==> config.mk <==
export PLATFORM = sky130hd
export DESIGN_NAME = cu_vertex_pagerank
export DESIGN_NICKNAME = d
export VERILOG_FILES = /design/src/pagerank_pkg.sv /design/src/command_arbiter.sv /design/src/cu_vertex_pagerank.sv /design/src/edge_data_control.sv /design/src/edge_job_control.sv /design/src/fifo.sv /design/src/sum_kernel.sv
export SDC_FILE = /design/constraint.sdc
export NUM_CORES = 2
export LEC_CHECK = 0
export BUFFER_PORTS_ARGS = -buffer_cell sky130_fd_sc_hd__buf_2
export CAP_MARGIN = 40
export CORE_MARGIN = 2
export CORE_UTILIZATION = 45
export CTS_CLUSTER_DIAMETER = 60
export DETAILED_ROUTE_END_ITERATION = 7
export GPL_ROUTABILITY_DRIVEN = 0
export HOLD_SLACK_MARGIN = 0.02
export PLACE_DENSITY_LB_ADDON = 0.25
export SKIP_LAST_GASP = 1
export SLEW_MARGIN = 20
export SYNTH_ARGS = -nofsm -noshare
export SYNTH_HDL_FRONTEND = slang
export SYNTH_SLANG_ARGS = --single-unit
==> constraint.sdc <==
create_clock -name clock -period 5 [get_ports clock]
set_input_delay 0.25 -clock clock [delete_from_list [all_inputs] [get_ports clock]]
set_output_delay 0.25 -clock clock [all_outputs]
set_load 0.05 [all_outputs]
==> src/pagerank_pkg.sv <==
// PageRank vertex compute unit shared types, buffer sizes, array tags and line formats
package pagerank_pkg;

	// Widths that carry a meaning
	typedef logic [15:0] vertex_t;
	typedef logic [15:0] edge_t;
	typedef logic [15:0] addr_t;
	typedef logic [31:0] value_t;

	// Buffer sizing
	localparam int VERTEX_BUF_DEPTH = 16;
	localparam int CMD_BUF_DEPTH    = 8;
	localparam int BURST_BUF_DEPTH  = 16;
	localparam int WRITE_BUF_DEPTH  = 8;
	localparam int ALFULL_HEADROOM  = 2;

	// Tag carried by every read command and returned with its data
	typedef enum logic [1:0] {
		ARRAY_NONE,
		EDGE_ARRAY,
		GRAPH_DATA
	} array_e;

	typedef enum logic {
		JOB_IDLE,
		JOB_ISSUE
	} job_state_e;

	typedef enum logic [1:0] {
		SUM_IDLE,
		SUM_ACCUM,
		SUM_EMIT
	} sum_state_e;

	typedef struct packed {
		logic    valid;
		vertex_t id;
		addr_t   edge_start;
		edge_t   out_degree;
	} vertex_job_t;

	typedef struct packed {
		logic   valid;
		array_e array;
		addr_t  address;
	} read_command_t;

	// Edge entries sit in the low 16 bits of data
	typedef struct packed {
		logic   valid;
		array_e array;
		value_t data;
	} read_data_t;

	typedef struct packed {
		logic    valid;
		vertex_t id;
		value_t  sum;
	} write_line_t;

endpackage

==> src/command_arbiter.sv <==
// Round-robin merge of the edge job and edge data read queues into the burst command buffer
module command_arbiter import pagerank_pkg::*; (
	input  logic          clock,
	input  logic          rstn,
	input  logic          enabled,
	input  read_command_t job_command,
	input  read_command_t data_command,
	input  logic          read_buffer_alfull,
	output logic          job_alfull,
	output logic          data_alfull,
	output read_command_t read_command
);

	read_command_t job_queue_out;
	read_command_t data_queue_out;
	read_command_t burst_in;
	logic          job_valid;
	logic          data_valid;
	logic          job_empty;
	logic          data_empty;
	logic          burst_alfull;
	logic          burst_empty;
	logic          job_grant;
	logic          data_grant;
	logic          burst_pop;
	logic          rr_ptr;

	fifo #(
		.WIDTH   ($bits(read_command_t)),
		.DEPTH   (CMD_BUF_DEPTH),
		.HEADROOM(ALFULL_HEADROOM)
	) job_queue (
		.clock   (clock),
		.rstn    (rstn),
		.push    (job_command.valid && enabled),
		.data_in (job_command),
		.pop     (job_grant),
		.data_out(job_queue_out),
		.valid   (job_valid),
		.full    (),
		.alfull  (job_alfull),
		.empty   (job_empty)
	);

	fifo #(
		.WIDTH   ($bits(read_command_t)),
		.DEPTH   (CMD_BUF_DEPTH),
		.HEADROOM(ALFULL_HEADROOM)
	) data_queue (
		.clock   (clock),
		.rstn    (rstn),
		.push    (data_command.valid && enabled),
		.data_in (data_command),
		.pop     (data_grant),
		.data_out(data_queue_out),
		.valid   (data_valid),
		.full    (),
		.alfull  (data_alfull),
		.empty   (data_empty)
	);

	////////////////////////////////////////////////////////////////////////////
	// Grant selection
	////////////////////////////////////////////////////////////////////////////

	// rr_ptr low favours the job queue when both hold commands
	always_comb begin
		job_grant  = 1'b0;
		data_grant = 1'b0;
		if (enabled && !burst_alfull) begin
			if (!job_empty && (data_empty || !rr_ptr)) begin
				job_grant = 1'b1;
			end else if (!data_empty) begin
				data_grant = 1'b1;
			end
		end
	end

	always_ff @(posedge clock or negedge rstn) begin
		if (!rstn) begin
			rr_ptr <= 1'b0;
		end else if (job_grant || data_grant) begin
			rr_ptr <= job_grant;
		end
	end

	// At most one queue pops per cycle
	assign burst_in  = job_valid ? job_queue_out : data_queue_out;
	assign burst_pop = enabled && !burst_empty && !read_buffer_alfull;

	fifo #(
		.WIDTH   ($bits(read_command_t)),
		.DEPTH   (BURST_BUF_DEPTH),
		.HEADROOM(ALFULL_HEADROOM)
	) burst_buffer (
		.clock   (clock),
		.rstn    (rstn),
		.push    (job_valid || data_valid),
		.data_in (burst_in),
		.pop     (burst_pop),
		.data_out(read_command),
		.valid   (),
		.full    (),
		.alfull  (burst_alfull),
		.empty   (burst_empty)
	);

endmodule

==> src/cu_vertex_pagerank.sv <==
// PageRank vertex compute unit top, vertex jobs in, tagged reads out, vertex sums written back
module cu_vertex_pagerank import pagerank_pkg::*; (
	input  logic          clock,
	input  logic          rstn,
	input  logic          enabled_in,
	input  vertex_job_t   vertex_job,
	input  read_data_t    read_data_in,
	input  logic          read_buffer_alfull,
	input  logic          write_buffer_alfull,
	output read_command_t read_command_out,
	output write_line_t   write_out,
	output vertex_t       vertex_num_counter,
	output edge_t         edge_num_counter
);

	logic          enabled;
	vertex_job_t   vertex_job_q;
	read_data_t    read_data_q;
	logic          read_alfull_q;
	logic          write_alfull_q;
	read_data_t    edge_data;
	read_data_t    graph_data;
	vertex_job_t   vertex_buf_out;
	logic          vertex_buf_valid;
	logic          vertex_buf_empty;
	logic          vertex_buf_pop;
	vertex_job_t   vertex_job_latched;
	read_command_t job_command;
	read_command_t data_command;
	read_command_t read_command;
	logic          job_alfull;
	write_line_t   write_line;
	write_line_t   write_buf_out;
	logic          write_buf_empty;
	logic          write_buf_alfull;
	logic          write_buf_pop;
	logic          vertex_done;
	edge_t         edges_summed;

	////////////////////////////////////////////////////////////////////////////
	// Enable, input latches and tag routing
	////////////////////////////////////////////////////////////////////////////

	always_ff @(posedge clock or negedge rstn) begin
		if (!rstn) begin
			enabled        <= 1'b0;
			vertex_job_q   <= '0;
			read_data_q    <= '0;
			read_alfull_q  <= 1'b0;
			write_alfull_q <= 1'b0;
			edge_data      <= '0;
			graph_data     <= '0;
		end else begin
			enabled        <= enabled_in;
			vertex_job_q   <= vertex_job;
			read_data_q    <= read_data_in;
			read_alfull_q  <= read_buffer_alfull;
			write_alfull_q <= write_buffer_alfull;
			edge_data      <= '0;
			graph_data     <= '0;
			// Untagged data goes nowhere
			if (read_data_q.valid) begin
				case (read_data_q.array)
					EDGE_ARRAY: edge_data  <= read_data_q;
					GRAPH_DATA: graph_data <= read_data_q;
					default: ;
				endcase
			end
		end
	end

	////////////////////////////////////////////////////////////////////////////
	// Vertex job buffer and latch
	////////////////////////////////////////////////////////////////////////////

	// Hold off while a popped job is still on its way to the latch
	assign vertex_buf_pop = enabled && !vertex_buf_empty && !vertex_job_latched.valid &&
		!vertex_buf_valid && !write_buf_alfull;

	fifo #(
		.WIDTH   ($bits(vertex_job_t)),
		.DEPTH   (VERTEX_BUF_DEPTH),
		.HEADROOM(ALFULL_HEADROOM)
	) vertex_buffer (
		.clock   (clock),
		.rstn    (rstn),
		.push    (vertex_job_q.valid),
		.data_in (vertex_job_q),
		.pop     (vertex_buf_pop),
		.data_out(vertex_buf_out),
		.valid   (vertex_buf_valid),
		.full    (),
		.alfull  (),
		.empty   (vertex_buf_empty)
	);

	always_ff @(posedge clock or negedge rstn) begin
		if (!rstn) begin
			vertex_job_latched <= '0;
		end else if (enabled) begin
			if (vertex_done) begin
				vertex_job_latched <= '0;
			end else if (vertex_buf_out.valid) begin
				vertex_job_latched <= vertex_buf_out;
			end
		end
	end

	////////////////////////////////////////////////////////////////////////////
	// Compute blocks
	////////////////////////////////////////////////////////////////////////////

	edge_job_control u_edge_job_control (
		.clock       (clock),
		.rstn        (rstn),
		.enabled     (enabled),
		.vertex_job  (vertex_job_latched),
		.queue_alfull(job_alfull),
		.command     (job_command)
	);

	edge_data_control u_edge_data_control (
		.clock    (clock),
		.rstn     (rstn),
		.enabled  (enabled),
		.edge_data(edge_data),
		.command  (data_command)
	);

	command_arbiter u_command_arbiter (
		.clock             (clock),
		.rstn              (rstn),
		.enabled           (enabled),
		.job_command       (job_command),
		.data_command      (data_command),
		.read_buffer_alfull(read_alfull_q),
		.job_alfull        (job_alfull),
		.data_alfull       (),
		.read_command      (read_command)
	);

	sum_kernel u_sum_kernel (
		.clock       (clock),
		.rstn        (rstn),
		.enabled     (enabled),
		.vertex_job  (vertex_job_latched),
		.graph_data  (graph_data),
		.write_line  (write_line),
		.vertex_done (vertex_done),
		.edges_summed(edges_summed)
	);

	////////////////////////////////////////////////////////////////////////////
	// Write buffer, outputs and counters
	////////////////////////////////////////////////////////////////////////////

	assign write_buf_pop = enabled && !write_buf_empty && !write_alfull_q;

	fifo #(
		.WIDTH   ($bits(write_line_t)),
		.DEPTH   (WRITE_BUF_DEPTH),
		.HEADROOM(ALFULL_HEADROOM)
	) write_buffer (
		.clock   (clock),
		.rstn    (rstn),
		.push    (write_line.valid && enabled),
		.data_in (write_line),
		.pop     (write_buf_pop),
		.data_out(write_buf_out),
		.valid   (),
		.full    (),
		.alfull  (write_buf_alfull),
		.empty   (write_buf_empty)
	);

	always_ff @(posedge clock or negedge rstn) begin
		if (!rstn) begin
			read_command_out   <= '0;
			write_out          <= '0;
			vertex_num_counter <= '0;
			edge_num_counter   <= '0;
		end else begin
			read_command_out <= read_command;
			write_out        <= write_buf_out;
			if (enabled) begin
				edge_num_counter <= edges_summed;
				if (vertex_done) begin
					vertex_num_counter <= vertex_num_counter + 1'b1;
				end
			end
		end
	end

endmodule

==> src/edge_data_control.sv <==
// Graph data read issue for every destination id returned from the edge array
module edge_data_control import pagerank_pkg::*; (
	input  logic          clock,
	input  logic          rstn,
	input  logic          enabled,
	input  read_data_t    edge_data,
	output read_command_t command
);

	vertex_t dest_id;

	// Destination id lives in the low half of the returned word
	assign dest_id = edge_data.data[15:0];

	// No stall here, the queue headroom absorbs the one cycle of latency
	always_ff @(posedge clock or negedge rstn) begin
		if (!rstn) begin
			command <= '0;
		end else if (enabled) begin
			if (edge_data.valid) begin
				command.valid   <= 1'b1;
				command.array   <= GRAPH_DATA;
				command.address <= dest_id;
			end else begin
				command <= '0;
			end
		end
	end

endmodule

==> src/edge_job_control.sv <==
// Edge array read issue, one command per edge of the latched vertex
module edge_job_control import pagerank_pkg::*; (
	input  logic          clock,
	input  logic          rstn,
	input  logic          enabled,
	input  vertex_job_t   vertex_job,
	input  logic          queue_alfull,
	output read_command_t command
);

	job_state_e state;
	edge_t      issued;
	logic       served;

	always_ff @(posedge clock or negedge rstn) begin
		if (!rstn) begin
			state   <= JOB_IDLE;
			issued  <= '0;
			served  <= 1'b0;
			command <= '0;
		end else if (enabled) begin
			command <= '0;
			// Ready for the next vertex once the latch drops
			if (!vertex_job.valid) begin
				served <= 1'b0;
			end
			case (state)
				JOB_IDLE: begin
					if (vertex_job.valid && !served) begin
						served <= 1'b1;
						issued <= '0;
						if (vertex_job.out_degree != 0) begin
							state <= JOB_ISSUE;
						end
					end
				end
				JOB_ISSUE: begin
					if (!queue_alfull) begin
						command.valid   <= 1'b1;
						command.array   <= EDGE_ARRAY;
						command.address <= vertex_job.edge_start + issued;
						issued          <= issued + 1'b1;
						if (issued + 1'b1 == vertex_job.out_degree) begin
							state <= JOB_IDLE;
						end
					end
				end
				default: state <= JOB_IDLE;
			endcase
		end
	end

endmodule

==> src/fifo.sv <==
// Synchronous FIFO with count based full, almost-full and empty flags and registered read
module fifo #(
	parameter int WIDTH    = 8,
	parameter int DEPTH    = 16,
	parameter int HEADROOM = 2
) (
	input  logic             clock,
	input  logic             rstn,
	input  logic             push,
	input  logic [WIDTH-1:0] data_in,
	input  logic             pop,
	output logic [WIDTH-1:0] data_out,
	output logic             valid,
	output logic             full,
	output logic             alfull,
	output logic             empty
);

	logic [WIDTH-1:0]           mem [DEPTH];
	logic [$clog2(DEPTH)-1:0]   wr_ptr;
	logic [$clog2(DEPTH)-1:0]   rd_ptr;
	logic [$clog2(DEPTH+1)-1:0] count;
	logic                       do_push;
	logic                       do_pop;

	assign full    = (count == DEPTH);
	assign alfull  = (count >= DEPTH - HEADROOM);
	assign empty   = (count == 0);
	assign do_push = push && !full;
	assign do_pop  = pop && !empty;

	always_ff @(posedge clock) begin
		if (do_push) begin
			mem[wr_ptr] <= data_in;
		end
	end

	always_ff @(posedge clock or negedge rstn) begin
		if (!rstn) begin
			wr_ptr   <= '0;
			rd_ptr   <= '0;
			count    <= '0;
			data_out <= '0;
			valid    <= 1'b0;
		end else begin
			if (do_push) begin
				wr_ptr <= (wr_ptr == DEPTH - 1) ? '0 : wr_ptr + 1'b1;
			end
			if (do_pop) begin
				rd_ptr <= (rd_ptr == DEPTH - 1) ? '0 : rd_ptr + 1'b1;
			end
			case ({do_push, do_pop})
				2'b10: count <= count + 1'b1;
				2'b01: count <= count - 1'b1;
				default: count <= count;
			endcase
			// Output is zero between pops so a line valid bit never repeats
			data_out <= do_pop ? mem[rd_ptr] : '0;
			valid    <= do_pop;
		end
	end

endmodule

==> src/sum_kernel.sv <==
// Graph value accumulator for the latched vertex, emits one result line per vertex
module sum_kernel import pagerank_pkg::*; (
	input  logic        clock,
	input  logic        rstn,
	input  logic        enabled,
	input  vertex_job_t vertex_job,
	input  read_data_t  graph_data,
	output write_line_t write_line,
	output logic        vertex_done,
	output edge_t       edges_summed
);

	sum_state_e state;
	value_t     sum;
	edge_t      count;

	always_ff @(posedge clock or negedge rstn) begin
		if (!rstn) begin
			state        <= SUM_IDLE;
			sum          <= '0;
			count        <= '0;
			edges_summed <= '0;
			write_line   <= '0;
			vertex_done  <= 1'b0;
		end else if (enabled) begin
			write_line  <= '0;
			vertex_done <= 1'b0;
			case (state)
				SUM_IDLE: begin
					if (vertex_job.valid) begin
						sum   <= '0;
						count <= '0;
						state <= SUM_ACCUM;
					end
				end
				SUM_ACCUM: begin
					if (count == vertex_job.out_degree) begin
						write_line.valid <= 1'b1;
						write_line.id    <= vertex_job.id;
						write_line.sum   <= sum;
						vertex_done      <= 1'b1;
						state            <= SUM_EMIT;
					end else if (graph_data.valid) begin
						sum          <= sum + graph_data.data;
						count        <= count + 1'b1;
						edges_summed <= edges_summed + 1'b1;
					end
				end
				// Latch clears at the end of this cycle
				SUM_EMIT: state <= SUM_IDLE;
				default: state <= SUM_IDLE;
			endcase
		end
	end

endmodule

==> metrics <==
Slew headroom=0.308; TritonCTS clock tree=yes; global-route congestion overflow total=0; endpoints failing hold=0; Synth top cells by count=edfxtp_1 (1752), dfrtp_1 (664), mux4_2 (359), mux2i_1 (230), nor2_1 (186); initial antenna violation count=4; maximum clock path buffer count=4; sequential cell area fraction in the yosys report=0.756; nature of the critical path endpoint=flip-flop; Synth Cell Area=0.0916 mm²; Resized cells post-CTS=0; share of async-settable or async-resettable flops after synthesis=0.275; syn_nets=just over 5000; run status=finished, final reports clean; maximum vdd ir drop=roughly 0.37 mV; Final HPWL DP=approximately 120 mm; largest net degree at the start of global routing=between 150 and 200; via count of the first global-routing pass=approximately 47000; clock period minus final worst setup slack=about 3400 ps; Fmax=slightly below 0.3 GHz; worst reg-to-reg path cell count=12; total of flip-flops plus latches after synthesis=2416; Final period util=0.682; fraction of layout cells with a size suffix above 1=0.221; die boundary width=between 400 and 500 µm; Mapped Avg Cell Area=roughly 19 µm²; Initial Utilization=0.453; number of flops mapped to enable cells by yosys=roughly 1800; RSZ-0062 raised after global routing=false; transition time of the tightest slew-check pin=1040 ps; DR WL/cell=between 20 and 25 µm; Hold WC Path Type=in -> reg; reported leakage power=roughly 40 nW; leading area contributor after synthesis=edfxtp_1; final setup TNS=0 ps; non-filler instance count after layout=slightly above 8000; Final setup violation count=0; top-area cell type share of the netlist area=0.574; CP Data Arrival Time=~4200 ps; post-place setup slack=1500 ps; max-cap check violation count=0; total routing resource utilization after global routing=0.195; clock root buffer=clkbuf_16; via count of the routed design=46017; worst clock skew=56.9 ps; kind of critical path=reg -> reg; share of total power in combinational logic=0.216; number of stages on the worst hold path=2; y dimension of the die=about 460 µm; Pre-Repair DR Iteration Count=7; Power Total=56.6 mW; Placeable Area=0.202 mm²; total count of max-transition violations in the final report=0; Layout Area Growth over Synthesis=17.5%; total I/O pin count=~190; routed vias/inst=about 5.5; largest driver fanout on the critical path=24; area enclosed by the die boundary=0.207 mm²; design internal power=between 40 and 50 mW; Synth Flop Type=edfxtp_1; Layout Nets=5608; deepest level of the CTS H-tree=5; power per cell area=526 mW/mm²; top-count cell post-synth=edfxtp_1; power share of the sequential group=0.451; cells after synthesis=about 5000; DRC=0; clock transition at the registers of the reported paths=~50 ps; initial DRC count=3637; share of power burned in the clock network=0.333; placement row count=165; CTS Buf Count=about 270; fin worst setup slack=1590 ps; wire length of the first global-routing pass=between 300 and 400 mm; residual antenna-violating net count after detailed routing=0; leading post-synthesis cells by cell area=edfxtp_1 (57%), dfrtp_1 (18%), mux4_2 (8.8%); worst endpoint required time=between 5000 and 6000 ps; clock latency reported for the late side of the worst-skew pair=between 900 and 1000 ps; total of buffers placed on input and output ports=about 190; Unique masters post-synth=67; switching share of power=0.288; critical path launch point type=flip-flop; total placed cells including tap cells=7644; number of warnings issued by yosys=0; Switching Power=around 16 mW; Routed WL=between 200 and 250 mm; number of sinks on the clock net=2416
==> power by group through the flow <==
stage / sequential [mW] / clock (mW) / combinational, mW
after global routing: 25.8 / 20.1 / 13.2
final: 25.5 / 18.9 / 12.2
after detailed placement: 26.0 / 0 / 12.3
after CTS: 25.6 / 19.3 / 12.4
after global placement: 26.2 / 0 / 11.6
after floorplan: 25.3 / 0 / 8.54
==> timing repair <==
item                      in CTS  in global routing
buffers inserted               0                  0
hold endpoints to repair     633                  0
hold buffers                 172                  0
==> worst max-delay path: stages, from the launching register on <==
cell      delay, ps
dfrtp_2         700
inv_4           240
or4_1           570
a21oi_1         230
o21ai_4          90
inv_1           180
ha_1            270
xor2_1          180
ha_1            210
nor2_1           50
a222oi_1        310
nor2_1          100
xnor2_1         140
==> registers in the layout, indices dropped and copies added (netlist names), 19 cells and up <==
name / flops
u_command_arbiter.burst_buffer.mem: 304
write_buffer.mem: 392
u_command_arbiter.data_queue.mem: 136
u_command_arbiter.burst_buffer.data_out: 19
u_command_arbiter.job_queue.mem: 136
vertex_job_latched: 49
u_sum_kernel.write_line: 49
vertex_buffer.data_out: 49
read_command_out: 19
u_sum_kernel.sum: 32
write_buffer.data_out: 49
read_data_q: 35
vertex_job_q: 49
vertex_buffer.mem: 784
write_out: 49
graph_data: 33
==> cells by family after synthesis <==
| group | after synthesis | synth area share |
|---|---|---|
| fa+ha+maj | 94 | 0.0133 |
| mux | 679 | 0.124 |
| simple gates | 626 | 0.0321 |
| compound gates | 630 | 0.0481 |
| flops | 2416 | 0.756 |
| buf+inv | 289 | 0.0120 |
| xor+xnor | 150 | 0.0143 |
==> path summary, 6_finish.rpt <==
path | from | endpoint | slack, ps
max | enabled | vertex_buffer.count[4] | 1590
min | vertex_job[48] | vertex_job_q[48] | 60
min in group asynchronous | rstn | read_command_out[0] | 520
max reg2reg | enabled | vertex_buffer.count[4] | 1590
max in group asynchronous | rstn | u_command_arbiter.job_queue.data_out[6] | 3450
min reg2reg | u_command_arbiter.burst_buffer.data_out[17] | read_command_out[17] | 310
==> through the flow <==
| stage | hold WS [ps] | utilization | area (µm²) |
|---|---|---|---|
| 2_1_floorplan | -45.6 | - | 91600 |
| 3_3_place_gp | 145 | 0.477 | 96500 |
| 3_5_place_dp | 145 | 0.481 | 97400 |
| 4_1_cts | 21.0 | 0.532 | 108000 |
| 5_1_grt | 31.3 | 0.532 | 108000 |
| 6_report | 60.2 | 0.532 | 108000 |
==> area by class of cell <==
type,instances,area (µm²)
Clock inverter,101,836
Clock buffer,370,7610
Tap cell,2672,3340
Inverter,51,194
Sequential cell,2416,69300
Antenna cell,2,5.00
Multi-Input combinational cell,2179,21800
Timing Repair Buffer,503,4670
Fill cell,15738,94600
==> layer usage <==
| metal | vias up | global-route usage | wire length [µm] |
|---|---|---|---|
| li1 | 20343 | - | - |
| met1 | 24199 | 0.271 | 86400 |
| met2 | 1135 | 0.323 | 100000 |
| met3 | 340 | 0.0281 | 8950 |
| met4 | 0 | 0.0559 | 4900 |
| met5 | - | 0 | 0 |
==> cells in the final DEF, fill, tap and decap left out, types with 78 or more instances in the layout <==
cell type / netlist / routed
a21oi_1: 102 / 102
a22o_1: 149 / 149
buf_2: 8 / 187
buf_4: 0 / 78
clkbuf_16: 0 / 280
dfrtp_1: 664 / 650
dlygate4sd3_1: 0 / 171
edfxtp_1: 1752 / 1752
ha_1: 88 / 88
mux2_2: 90 / 90
mux2i_1: 230 / 230
mux4_2: 359 / 359
nand2_1: 181 / 180
nor2_1: 186 / 152
o21ai_0: 115 / 114
xnor2_1: 91 / 91
No activity file was read; power rests on OpenSTA's default activity.
